$ cat src/rtl/creditFifo_defs.svh
`ifndef CREDIT_FIFO_DEFS_SVH
`define CREDIT_FIFO_DEFS_SVH

// Number of FIFO entries, counting the pop register
`define CF_DEPTH 8

// Width of one data word
`define CF_WIDTH 16

// RAM address width, enough to index CF_DEPTH entries
`define CF_ADDR_W 3

// Item and slot counts must reach CF_DEPTH itself, so one bit more than the address
`define CF_COUNT_W 4

// The credit counter never holds more than CF_DEPTH credits
`define CF_CREDIT_W 4

`endif
$ cat src/rtl/creditFifoPkg.sv
`default_nettype none

`include "creditFifo_defs.svh"

package creditFifoPkg;

  // Widths with a meaning of their own
  typedef logic [`CF_WIDTH-1:0]    data_t;
  typedef logic [`CF_ADDR_W-1:0]   addr_t;
  typedef logic [`CF_COUNT_W-1:0]  count_t;
  typedef logic [`CF_CREDIT_W-1:0] credit_t;

  // State of the registered pop stage
  // popEmpty means popData holds nothing, popHolding means a word waits for popReady
  typedef enum logic {
    popEmpty,
    popHolding
  } popState_t;

endpackage

`default_nettype wire

$ cat src/rtl/creditFifoFlops.sv
`timescale 1ns/1ps
`default_nettype none

module creditFifoFlops (
  input  wire logic                   clk,
  input  wire logic                   arstN,
  input  wire logic                   pushCreditStall,
  input  wire logic                   pushValid,
  input  wire creditFifoPkg::data_t   pushData,
  input  wire logic                   popReady,
  input  wire creditFifoPkg::credit_t creditInitial,
  input  wire creditFifoPkg::credit_t creditWithhold,
  output logic                        pushCredit,
  output logic                        popValid,
  output creditFifoPkg::data_t        popData,
  output logic                        full,
  output logic                        empty,
  output creditFifoPkg::count_t       items,
  output creditFifoPkg::count_t       slots,
  output creditFifoPkg::credit_t      creditCount,
  output creditFifoPkg::credit_t      creditAvailable
);

  // ----------------------------------------
  // Internal nets
  // ----------------------------------------

  // Controller to RAM
  logic                 ramWrValid;
  creditFifoPkg::addr_t ramWrAddr;
  creditFifoPkg::data_t ramWrData;
  creditFifoPkg::addr_t ramRdAddr;
  creditFifoPkg::data_t ramRdData;

  // Each pop transfer earns one credit back
  logic popFire;

  fifoCtrl ctrl0 (
    .clk        (clk),
    .arstN      (arstN),
    .pushValid  (pushValid),
    .pushData   (pushData),
    .popReady   (popReady),
    .ramRdData  (ramRdData),
    .ramWrValid (ramWrValid),
    .ramWrAddr  (ramWrAddr),
    .ramWrData  (ramWrData),
    .ramRdAddr  (ramRdAddr),
    .popValid   (popValid),
    .popData    (popData),
    .popFire    (popFire),
    .items      (items),
    .slots      (slots),
    .full       (full),
    .empty      (empty)
  );

  creditCounter credit0 (
    .clk             (clk),
    .arstN           (arstN),
    .creditInitial   (creditInitial),
    .creditWithhold  (creditWithhold),
    .pushCreditStall (pushCreditStall),
    .popFire         (popFire),
    .pushCredit      (pushCredit),
    .creditCount     (creditCount),
    .creditAvailable (creditAvailable)
  );

  // Storage has no reset, only the controller state does
  flopRam1r1w ram0 (
    .clk     (clk),
    .wrValid (ramWrValid),
    .wrAddr  (ramWrAddr),
    .wrData  (ramWrData),
    .rdAddr  (ramRdAddr),
    .rdData  (ramRdData)
  );

endmodule

`default_nettype wire

$ cat src/rtl/flopRam1r1w.sv
`timescale 1ns/1ps
`default_nettype none

`include "creditFifo_defs.svh"

module flopRam1r1w (
  input  wire logic                 clk,
  input  wire logic                 wrValid,
  input  wire creditFifoPkg::addr_t wrAddr,
  input  wire creditFifoPkg::data_t wrData,
  input  wire creditFifoPkg::addr_t rdAddr,
  output creditFifoPkg::data_t      rdData
);

  // ----------------------------------------
  // Storage
  // ----------------------------------------

  // One flop word per FIFO entry
  creditFifoPkg::data_t mem [`CF_DEPTH];

  // Cells start undefined, the controller reads a cell only after writing it
  always_ff @(posedge clk) begin
    if (wrValid) begin
      mem[wrAddr] <= wrData;
    end
  end

  // ----------------------------------------
  // Read port
  // ----------------------------------------

  // Read is combinational and sees the old contents during a same-cycle write,
  // the FIFO never reads and writes one cell in the same cycle anyway
  assign rdData = mem[rdAddr];

endmodule

`default_nettype wire

$ cat src/rtl/fifoCtrl.sv
`timescale 1ns/1ps
`default_nettype none

`include "creditFifo_defs.svh"

module fifoCtrl (
  input  wire logic                 clk,
  input  wire logic                 arstN,
  input  wire logic                 pushValid,
  input  wire creditFifoPkg::data_t pushData,
  input  wire logic                 popReady,
  input  wire creditFifoPkg::data_t ramRdData,
  output logic                      ramWrValid,
  output creditFifoPkg::addr_t      ramWrAddr,
  output creditFifoPkg::data_t      ramWrData,
  output creditFifoPkg::addr_t      ramRdAddr,
  output logic                      popValid,
  output creditFifoPkg::data_t      popData,
  output logic                      popFire,
  output creditFifoPkg::count_t     items,
  output creditFifoPkg::count_t     slots,
  output logic                      full,
  output logic                      empty
);

  localparam creditFifoPkg::addr_t  LastAddr = creditFifoPkg::addr_t'(`CF_DEPTH - 1);
  localparam creditFifoPkg::count_t DepthCnt = creditFifoPkg::count_t'(`CF_DEPTH);

  creditFifoPkg::addr_t     wrPtr;
  creditFifoPkg::addr_t     rdPtr;
  // Words in the RAM only, the pop register is not included
  creditFifoPkg::count_t    ramCount;
  creditFifoPkg::popState_t popState;
  logic                     popLoad;

  // ----------------------------------------
  // RAM write side
  // ----------------------------------------

  // Every accepted push goes straight into the RAM, there is no bypass
  assign ramWrValid = pushValid;
  assign ramWrAddr  = wrPtr;
  assign ramWrData  = pushData;

  // The read address always points at the oldest RAM word
  assign ramRdAddr = rdPtr;

  // ----------------------------------------
  // Pop stage
  // ----------------------------------------

  assign popValid = (popState == creditFifoPkg::popHolding);
  assign popFire  = popValid && popReady;

  // Refill the pop register when it is empty or being emptied this cycle
  assign popLoad = (ramCount != '0) &&
                   ((popState == creditFifoPkg::popEmpty) || popFire);

  always_ff @(posedge clk or negedge arstN) begin
    if (!arstN) begin
      popState <= creditFifoPkg::popEmpty;
    end else begin
      case (popState)
        creditFifoPkg::popEmpty: begin
          if (popLoad) popState <= creditFifoPkg::popHolding;
        end
        creditFifoPkg::popHolding: begin
          // Stay holding if a new word replaces the one just taken
          if (popFire && !popLoad) popState <= creditFifoPkg::popEmpty;
        end
        default: popState <= creditFifoPkg::popEmpty;
      endcase
    end
  end

  // Payload register, qualified by popState
  always_ff @(posedge clk) begin
    if (popLoad) popData <= ramRdData;
  end

  // ----------------------------------------
  // Pointers and occupancy
  // ----------------------------------------

  always_ff @(posedge clk or negedge arstN) begin
    if (!arstN) begin
      wrPtr    <= '0;
      rdPtr    <= '0;
      ramCount <= '0;
      items    <= '0;
    end else begin
      if (pushValid) wrPtr <= (wrPtr == LastAddr) ? '0 : wrPtr + 1'b1;
      if (popLoad)   rdPtr <= (rdPtr == LastAddr) ? '0 : rdPtr + 1'b1;
      ramCount <= ramCount + creditFifoPkg::count_t'(pushValid)
                           - creditFifoPkg::count_t'(popLoad);
      // Total occupancy moves only on the external push and pop transfers
      items <= items + creditFifoPkg::count_t'(pushValid)
                     - creditFifoPkg::count_t'(popFire);
    end
  end

  assign slots = DepthCnt - items;
  assign full  = (items == DepthCnt);
  assign empty = (items == '0);

  // ----------------------------------------
  // Checks
  // ----------------------------------------

  // The sender only pushes against credits, so a full FIFO never sees a push
  noPushWhenFull: assert property (
    @(posedge clk) disable iff (!arstN)
    pushValid |-> !full
  ) else $error("push while FIFO full");

  // A stalled pop word must wait unchanged for the consumer
  popStable: assert property (
    @(posedge clk) disable iff (!arstN)
    (popValid && !popReady) |=> (popValid && $stable(popData))
  ) else $error("pop output changed under back-pressure");

endmodule

`default_nettype wire

$ cat src/rtl/creditCounter.sv
`timescale 1ns/1ps
`default_nettype none

`include "creditFifo_defs.svh"

module creditCounter (
  input  wire logic                  clk,
  input  wire logic                  arstN,
  input  wire creditFifoPkg::credit_t creditInitial,
  input  wire creditFifoPkg::credit_t creditWithhold,
  input  wire logic                  pushCreditStall,
  input  wire logic                  popFire,
  output logic                       pushCredit,
  output creditFifoPkg::credit_t     creditCount,
  output creditFifoPkg::credit_t     creditAvailable
);

  // Low until the initial credit amount has been loaded
  logic initDone;

  // ----------------------------------------
  // Credit accounting
  // ----------------------------------------

  // Withheld credits stay counted but are never offered to the sender
  assign creditAvailable = (creditCount > creditWithhold) ?
                           creditCount - creditWithhold : '0;

  // One credit leaves per cycle while some are available and the sender accepts them
  assign pushCredit = initDone && (creditAvailable != '0) && !pushCreditStall;

  always_ff @(posedge clk or negedge arstN) begin
    if (!arstN) begin
      initDone    <= 1'b0;
      creditCount <= '0;
    end else if (!initDone) begin
      // First cycle out of reset takes the programmed starting amount
      initDone    <= 1'b1;
      creditCount <= creditInitial;
    end else begin
      // A pop earns a credit back and an issued credit leaves the count,
      // both in the same cycle cancel out
      creditCount <= creditCount
                   + creditFifoPkg::credit_t'(popFire)
                   - creditFifoPkg::credit_t'(pushCredit);
    end
  end

  // ----------------------------------------
  // Checks
  // ----------------------------------------

  // More initial credits than entries would let the sender overrun the RAM
  initialAmount: assert property (
    @(posedge clk) disable iff (!arstN)
    !initDone |-> (creditInitial <= creditFifoPkg::credit_t'(`CF_DEPTH))
  ) else $error("creditInitial exceeds FIFO depth");

  // A pop means one word sits in the FIFO, so the count must be below the depth
  // and the increment cannot wrap
  noOverflow: assert property (
    @(posedge clk) disable iff (!arstN)
    popFire |-> (creditCount < creditFifoPkg::credit_t'(`CF_DEPTH))
  ) else $error("credit count overflow on pop");

endmodule

`default_nettype wire

$ cat config.mk
export PLATFORM = sky130hd
export DESIGN_NAME = creditFifoFlops
export DESIGN_NICKNAME = d
export VERILOG_FILES = /design/src/rtl/creditFifoPkg.sv /design/src/rtl/creditFifoFlops.sv /design/src/rtl/flopRam1r1w.sv /design/src/rtl/fifoCtrl.sv /design/src/rtl/creditCounter.sv
export VERILOG_INCLUDE_DIRS = /design/src /design/src/rtl
export SDC_FILE = /design/constraint.sdc
export NUM_CORES = 1
export LEC_CHECK = 0
export BUFFER_PORTS_ARGS = -buffer_cell sky130_fd_sc_hd__buf_4
export CAP_MARGIN = 20
export CORE_MARGIN = 8
export CORE_UTILIZATION = 58
export DETAILED_ROUTE_END_ITERATION = 12
export HOLD_SLACK_MARGIN = 0.03
export PLACE_DENSITY_LB_ADDON = 0.1
export SLEW_MARGIN = 30
export SYNTH_ARGS = -nofsm -noshare
export SYNTH_HDL_FRONTEND = slang
export SYNTH_HIERARCHICAL = 1
export SYNTH_SLANG_ARGS = --single-unit
$ cat constraint.sdc
create_clock -name clk -period 4.6 [get_ports clk]
set_clock_uncertainty 0.15 [all_clocks]
set_input_delay 0.92 -clock clk [delete_from_list [all_inputs] [get_ports clk]]
set_output_delay 0.92 -clock clk [all_outputs]
set_load 0.01 [all_outputs]
## Word level (Yosys, flattened, before mapping)

Memories as Yosys holds them, arrays and structs flattened. A register that Yosys moved wholly into a read port is not among the register bits.
Index checks and enable logic that the tools add are counted.

- Add/sub/neg operators: 10
- $lt $le $gt $ge: 1
- Bitwise logic cells: 1
- Multiplexer cells: 9
- Equal/unequal tests: 3
- Reduce and logical (&&, ||, !) cells: 11

Operators with widths:

| operator | number |
|---|---|
| adder 4 x 1 -> 4 bit | 3 |
| subtractor 4 x 1 -> 4 bit | 3 |
| two-way mux 4 bit | 2 |
| nonzero test 4 bit | 2 |
| adder 3 x 1 -> 3 bit, second input constant | 2 |
| == test 3 bit, second input constant | 2 |
| two-way mux 3 bit | 2 |
| logical AND 1 bit | 5 |
| == test 4 bit, second input constant | 1 |
| greater-than comparator 4 bit | 1 |
| zero test 4 bit | 1 |
| two-way mux 1 bit | 4 |
| subtractor 4 bit | 1 |
| subtractor 4 bit, first input constant | 1 |
| zero test 1 bit | 2 |
| case mux 1 bit (2 select lines) | 1 |
| logical OR 1 bit | 1 |
| inverter 1 bit | 1 |

- Output and inout port bits: 36
- Memories kept: 1
- Flip-flop bits (word level): 20
- RAM bits: 128
- Bits of input ports: 29

Memory list:

| name | words | width | rd ports | clocked after Yosys merged registers in | write ports | line | source |
|---|---|---|---|---|---|---|---|
| ram0.mem | 8 | 16 | 1 | 1 | 1 | flopRam1r1w.sv:20 | `` creditFifoPkg::data_t mem [`CF_DEPTH]; `` |

## Logic depth before layout (Yosys ltp)

- Depth after elaboration: 7
- Gate-level depth with buffers: 14

## By module

Netlist, hierarchy kept.

Modules (own cells, without submodules):

| module | area an instance (µm²) | instances | cells an instance |
|---|---|---|---|
| flopRam1r1w | 4,973.5 | 1 | 198 |
| fifoCtrl | 1,524.0 | 1 | 114 |
| creditCounter | 550.5 | 1 | 61 |

## Worst setup path after synthesis

No wires, ideal clock.

- Path kind: input -> register
- Start: input creditWithhold[0]
- End: register credit0.creditCount[2]
- Library setup time: 0.125 ns
- Setup slack: 0.924 ns
- Path buffers: 0
- Data required time: 4.325 ns
- Stages on the path: 13
- Arrival time: 3.401 ns
- Cell sequence: ha_1 -> inv_1 -> fa_1 -> nor3b_1 -> nand4_1 -> and4b_1 -> ha_1 -> inv_1 -> ha_1 -> inv_1 -> fa_1 -> xnor2_1 -> mux2_2

- Longest elaborated chain between the ends: 7
- Elaborated cells between the ends (all ways): 8
- Classes of those cells: add/sub: 2; order compare: 1; mux: 2; reduce/logical: 3

Ends and longest elaborated chain:

| item | line | source |
|---|---|---|
| from (decl) | creditFifoFlops.sv:12 | `input wire creditFifoPkg::credit_t creditWithhold,` |
| subtractor 4 bit / greater-than comparator 4 bit (equally long branches) | creditCounter.sv:27, creditCounter.sv:26 |  |
| two-way mux 4 bit * | creditCounter.sv:26 | `assign creditAvailable = (creditCount > creditWithhold) ?` |
| nonzero test 4 bit * | creditCounter.sv:30 | `assign pushCredit = initDone && (creditAvailable != '0) && !pushCreditStall;` |
| logical AND 1 bit * (2 in a row) | creditCounter.sv:30 |  |
| net pushCredit | creditFifoFlops.sv:13 | `output logic pushCredit,` |
| subtractor 4 x 1 -> 4 bit * | creditCounter.sv:45 | `- creditFifoPkg::credit_t'(pushCredit);` |
| two-way mux 4 bit * | creditCounter.sv:36 | `end else if (!initDone) begin` |
| to (signal assigned) | creditCounter.sv:39 | `creditCount <= creditInitial;` |
| to (signal assigned) | creditCounter.sv:43 | `creditCount <= creditCount` |
| to (decl) | creditCounter.sv:14 | `output creditFifoPkg::credit_t creditCount,` |

Mark *: on every way through the listed nets, which the timed path passes. The rest lies on a longest branch.
A chain may end at the register's enable or synchronous reset.

## Final worst setup path

- Start: input creditWithhold[0]
- End: output pushCredit

- Longest elaborated chain between the ends: 5
- Elaborated cells between the ends (all ways): 6
- Classes of those cells: add/sub: 1; order compare: 1; mux: 1; reduce/logical: 3

Ends and longest elaborated chain:

| item | line |
|---|---|
| subtractor 4 bit / greater-than comparator 4 bit (equally long branches) | creditCounter.sv:27, creditCounter.sv:26 |
| two-way mux 4 bit * | creditCounter.sv:26 |
| nonzero test 4 bit * | creditCounter.sv:30 |
| logical AND 1 bit * (2 in a row) | creditCounter.sv:30 |
| to (decl) | creditFifoFlops.sv:13 |

Mark *: on every way between the ends. The rest lies on a longest branch, timed or not.

==> summary.md <==
| Metric | Value |
|---|---|
| CTS tree | `built` |
| DRC viols | `0` |
| Delay-heaviest family, CP | `adder cells` |
| Clock root buffer master | `clkbuf_16` |
| # diodes | `0` |
| Avg WL per Cell | `20.4 um` |
| Max incr delay on CP | `450 ps` |
| Max Cap Viol | `0` |
| Buf+Inv Stages, Crit Path | `3` |
| Pre-CTS WS | `between 600 and 700 ps` |
| Setup TNS | `0 ps` |
| Mapped Avg Cell Area | `18.9 um2` |
| Worst Path Arrival | `2500 ps` |
| Cts hold-fix bufs | `0` |
| Ports | `65` |
| Core area | `12000 um2` |
| Period utilization | `0.777` |
| Commonest cells after routing, fill and taps aside | `edfxtp_1 (144), buf_4 (73), inv_1 (32), mux4_1 (28), ha_1 (25)` |
| Post-CTS Setup Inserts | `0` |
| Pwr dens | `~650 nW/um2` |
| Largest net degree at the start of global routing | `36` |
| RSZ-0062 raised after global routing | `false` |
| Netlist cell types | `41` |
| CP Class | `in -> out` |
| Final WS setup | `between 1000 and 1500 ps` |
| Layout Cells excl Fill | `599` |
| Initial core utilization | `0.589` |
| CTS H-tree lvls | `4` |
| Grt ovf | `0` |
| Cts repair resizes | `0` |
| Vias in the first global route | `3555` |
| Synthesis-stage register bit count | `164` |
| Row count | `40` |
| Worst VDD drop | `0.342 mV` |
| Reg2Reg Setup Slack | `1270 ps` |
| Initial antenna violation count | `0` |
| Setup violators final | `0` |
| Async SR Flop Fraction | `0.122` |
| CTS max path bufs | `2` |
| Post-Syn Nets | `between 400 and 500` |
| GP Congestion | `0.766` |
| Area Overhead vs Synth | `16.5%` |
| Synth Instances | `between 300 and 400` |
| Router iterations before antenna repair | `4` |
| Lkg Pwr | `0.00314 uW` |
| Crit. End Element | `output port` |
| Tot GR Track Use | `0.166` |
| Layout Nets | `497` |
| Status | `complete, no violations` |
| Hold slack | `around 230 ps` |
| Total of warnings raised by yosys | `6` |
| Most common cell after layout, fill and taps aside | `edfxtp_1` |
| Worst hold path type | `in -> async` |
| Worst slew pin tran | `633 ps` |
| Cells after DPL | `567` |
| Vias per std cell | `5.64` |
| DIE AREA | `15900 um2` |
| Final hold violation count | `0` |
| Final core utilization | `0.686` |
| Worst skew pair latency | `420 ps` |
| Cell area after synthesis | `7050 um2` |
| Via count | `3378` |
| Critical path's slowest cell | `fa_1` |
| ANT nets after route | `0` |
| # fillers | `roughly 750` |
| Initial DRC Count | `226` |
| Chip width | `126 um` |
| Routed WL | `12.2 mm` |
| Worst Path Required | `3530 ps` |
| Period minus WS final | `roughly 3600 ps` |
| Worst setup SP type | `input pin` |
| DP HPWL | `around 7.8 mm` |
| Commonest register cell after synthesis | `edfxtp_1` |
| Clk slew on worst S/H paths | `60 ps` |
| Post-synth EDFFs | `144` |
| F_max | `0.280 GHz` |
| Crit path max fanout | `3` |
| Crit path top cell by count | `buf_4` |
| CTS buffer count | `17` |
| Pins over their slew limit | `0` |
| First-pass GRT wire length | `19.6 mm` |
| Clock Sinks | `164` |
| Slew HR | `0.577` |
| Cell Chain, Critical Path | `buf_4, ha_1, inv_1, fa_1, nor3b_1, nand4_1, and4b_1, buf_4` |
| Share of post-route cells with drive strength above 1 | `0.299` |
| Sequential fraction of the synthesis area | `0.685` |
| I/O Buffers | `64` |
| Die height | `126 um` |
-- Yosys cell counts, types with 2 or more instances --
master	instances	area [um2]
buf_1	4	15.0
buf_4	18	135
nand4_1	2	12.5
xnor2_1	7	61.3
buf_6	5	56.3
xor2_1	2	17.5
edfxtp_1	144	4320
and2_1	2	12.5
a211o_1	2	17.5
mux4_1	28	736
nand2b_1	3	18.8
a21oi_1	5	25.0
inv_1	32	120
dfrtp_1	20	500
ha_1	25	313
nand2_1	2	7.51
o21ai_0	2	10.0
nor2_1	14	52.6
mux2_1	3	33.8
nor3_1	4	20.0
fa_1	4	80.1
mux4_2	4	90.1
nor2b_1	3	18.8
mux2_2	20	225
nand3b_1	2	15.0
-- layout make-up --
cell class,count,area [um2],area share
clock buffers,20,437,0.0532
clock inverters,12,154,0.0187
inverters,32,120,0.0146
multi-input cells,149,1910,0.233
flip-flops and latches,164,4830,0.588
well taps,147,184,0.0224
repair buffers,75,574,0.0700
-- final timing paths --
kind	cells past startpoint	start	end
max in group asynchronous	1	arstN	ctrl0/ramRdAddr[1]
min reg2reg	2	ctrl0/ramCount[0]	ctrl0/popValid
min	1	arstN	ctrl0/items[2]
max reg2reg	14	credit0/creditCount[0]	credit0/creditCount[2]
max	8	creditWithhold[0]	pushCredit
min in group clk	2	ctrl0/ramCount[0]	ctrl0/popValid
-- stage by stage --
step | power, uW | cell area, um2
after floorplan | 3390 | 7050
after global placement | 3910 | 7590
after detailed placement | 3980 | 7620
after CTS | 5400 | 8210
after global routing | 5630 | 8210
final | 5330 | 8210
-- registers in the layout (all words and copies together), names as in the netlist --
register,flops
ram0/mem,128
ctrl0/popData,16
credit0/creditCount,4
ctrl0/items,4
ctrl0/ramCount,4
ctrl0/ramRdAddr,3
ctrl0/ramWrAddr,3
credit0/initDone,1
ctrl0/popValid,1
-- cell families after synthesis --
family                   after synthesis  share of synthesized area
multiplexers                          55                      0.154
other                                  1                   0.000532
flip-flops                           164                      0.685
buffers and inverters                 60                     0.0470
AO/OA/AOI/OAI                         17                     0.0172
AND/OR/NAND/NOR                       38                     0.0298
XOR/XNOR                               9                     0.0112
adder cells (fa/ha/maj)               29                     0.0557
-- report_power, final --
group | total, uW | internal, uW | leakage (uW) | switching (uW)
Sequential | 2200 | 2000 | 0.00155 | 205
Combinational | 1720 | 910 | 0.00131 | 809
Clock | 1410 | 855 | 0.000281 | 552
-- routing by layer --
layer  part of all wire  GRT usage
met1               0.42      0.203
met2               0.51      0.264
met3              0.053     0.0553
met4              0.016     0.0715
met5                  0          0
Note: power is estimated with default switching activity, not from simulation.
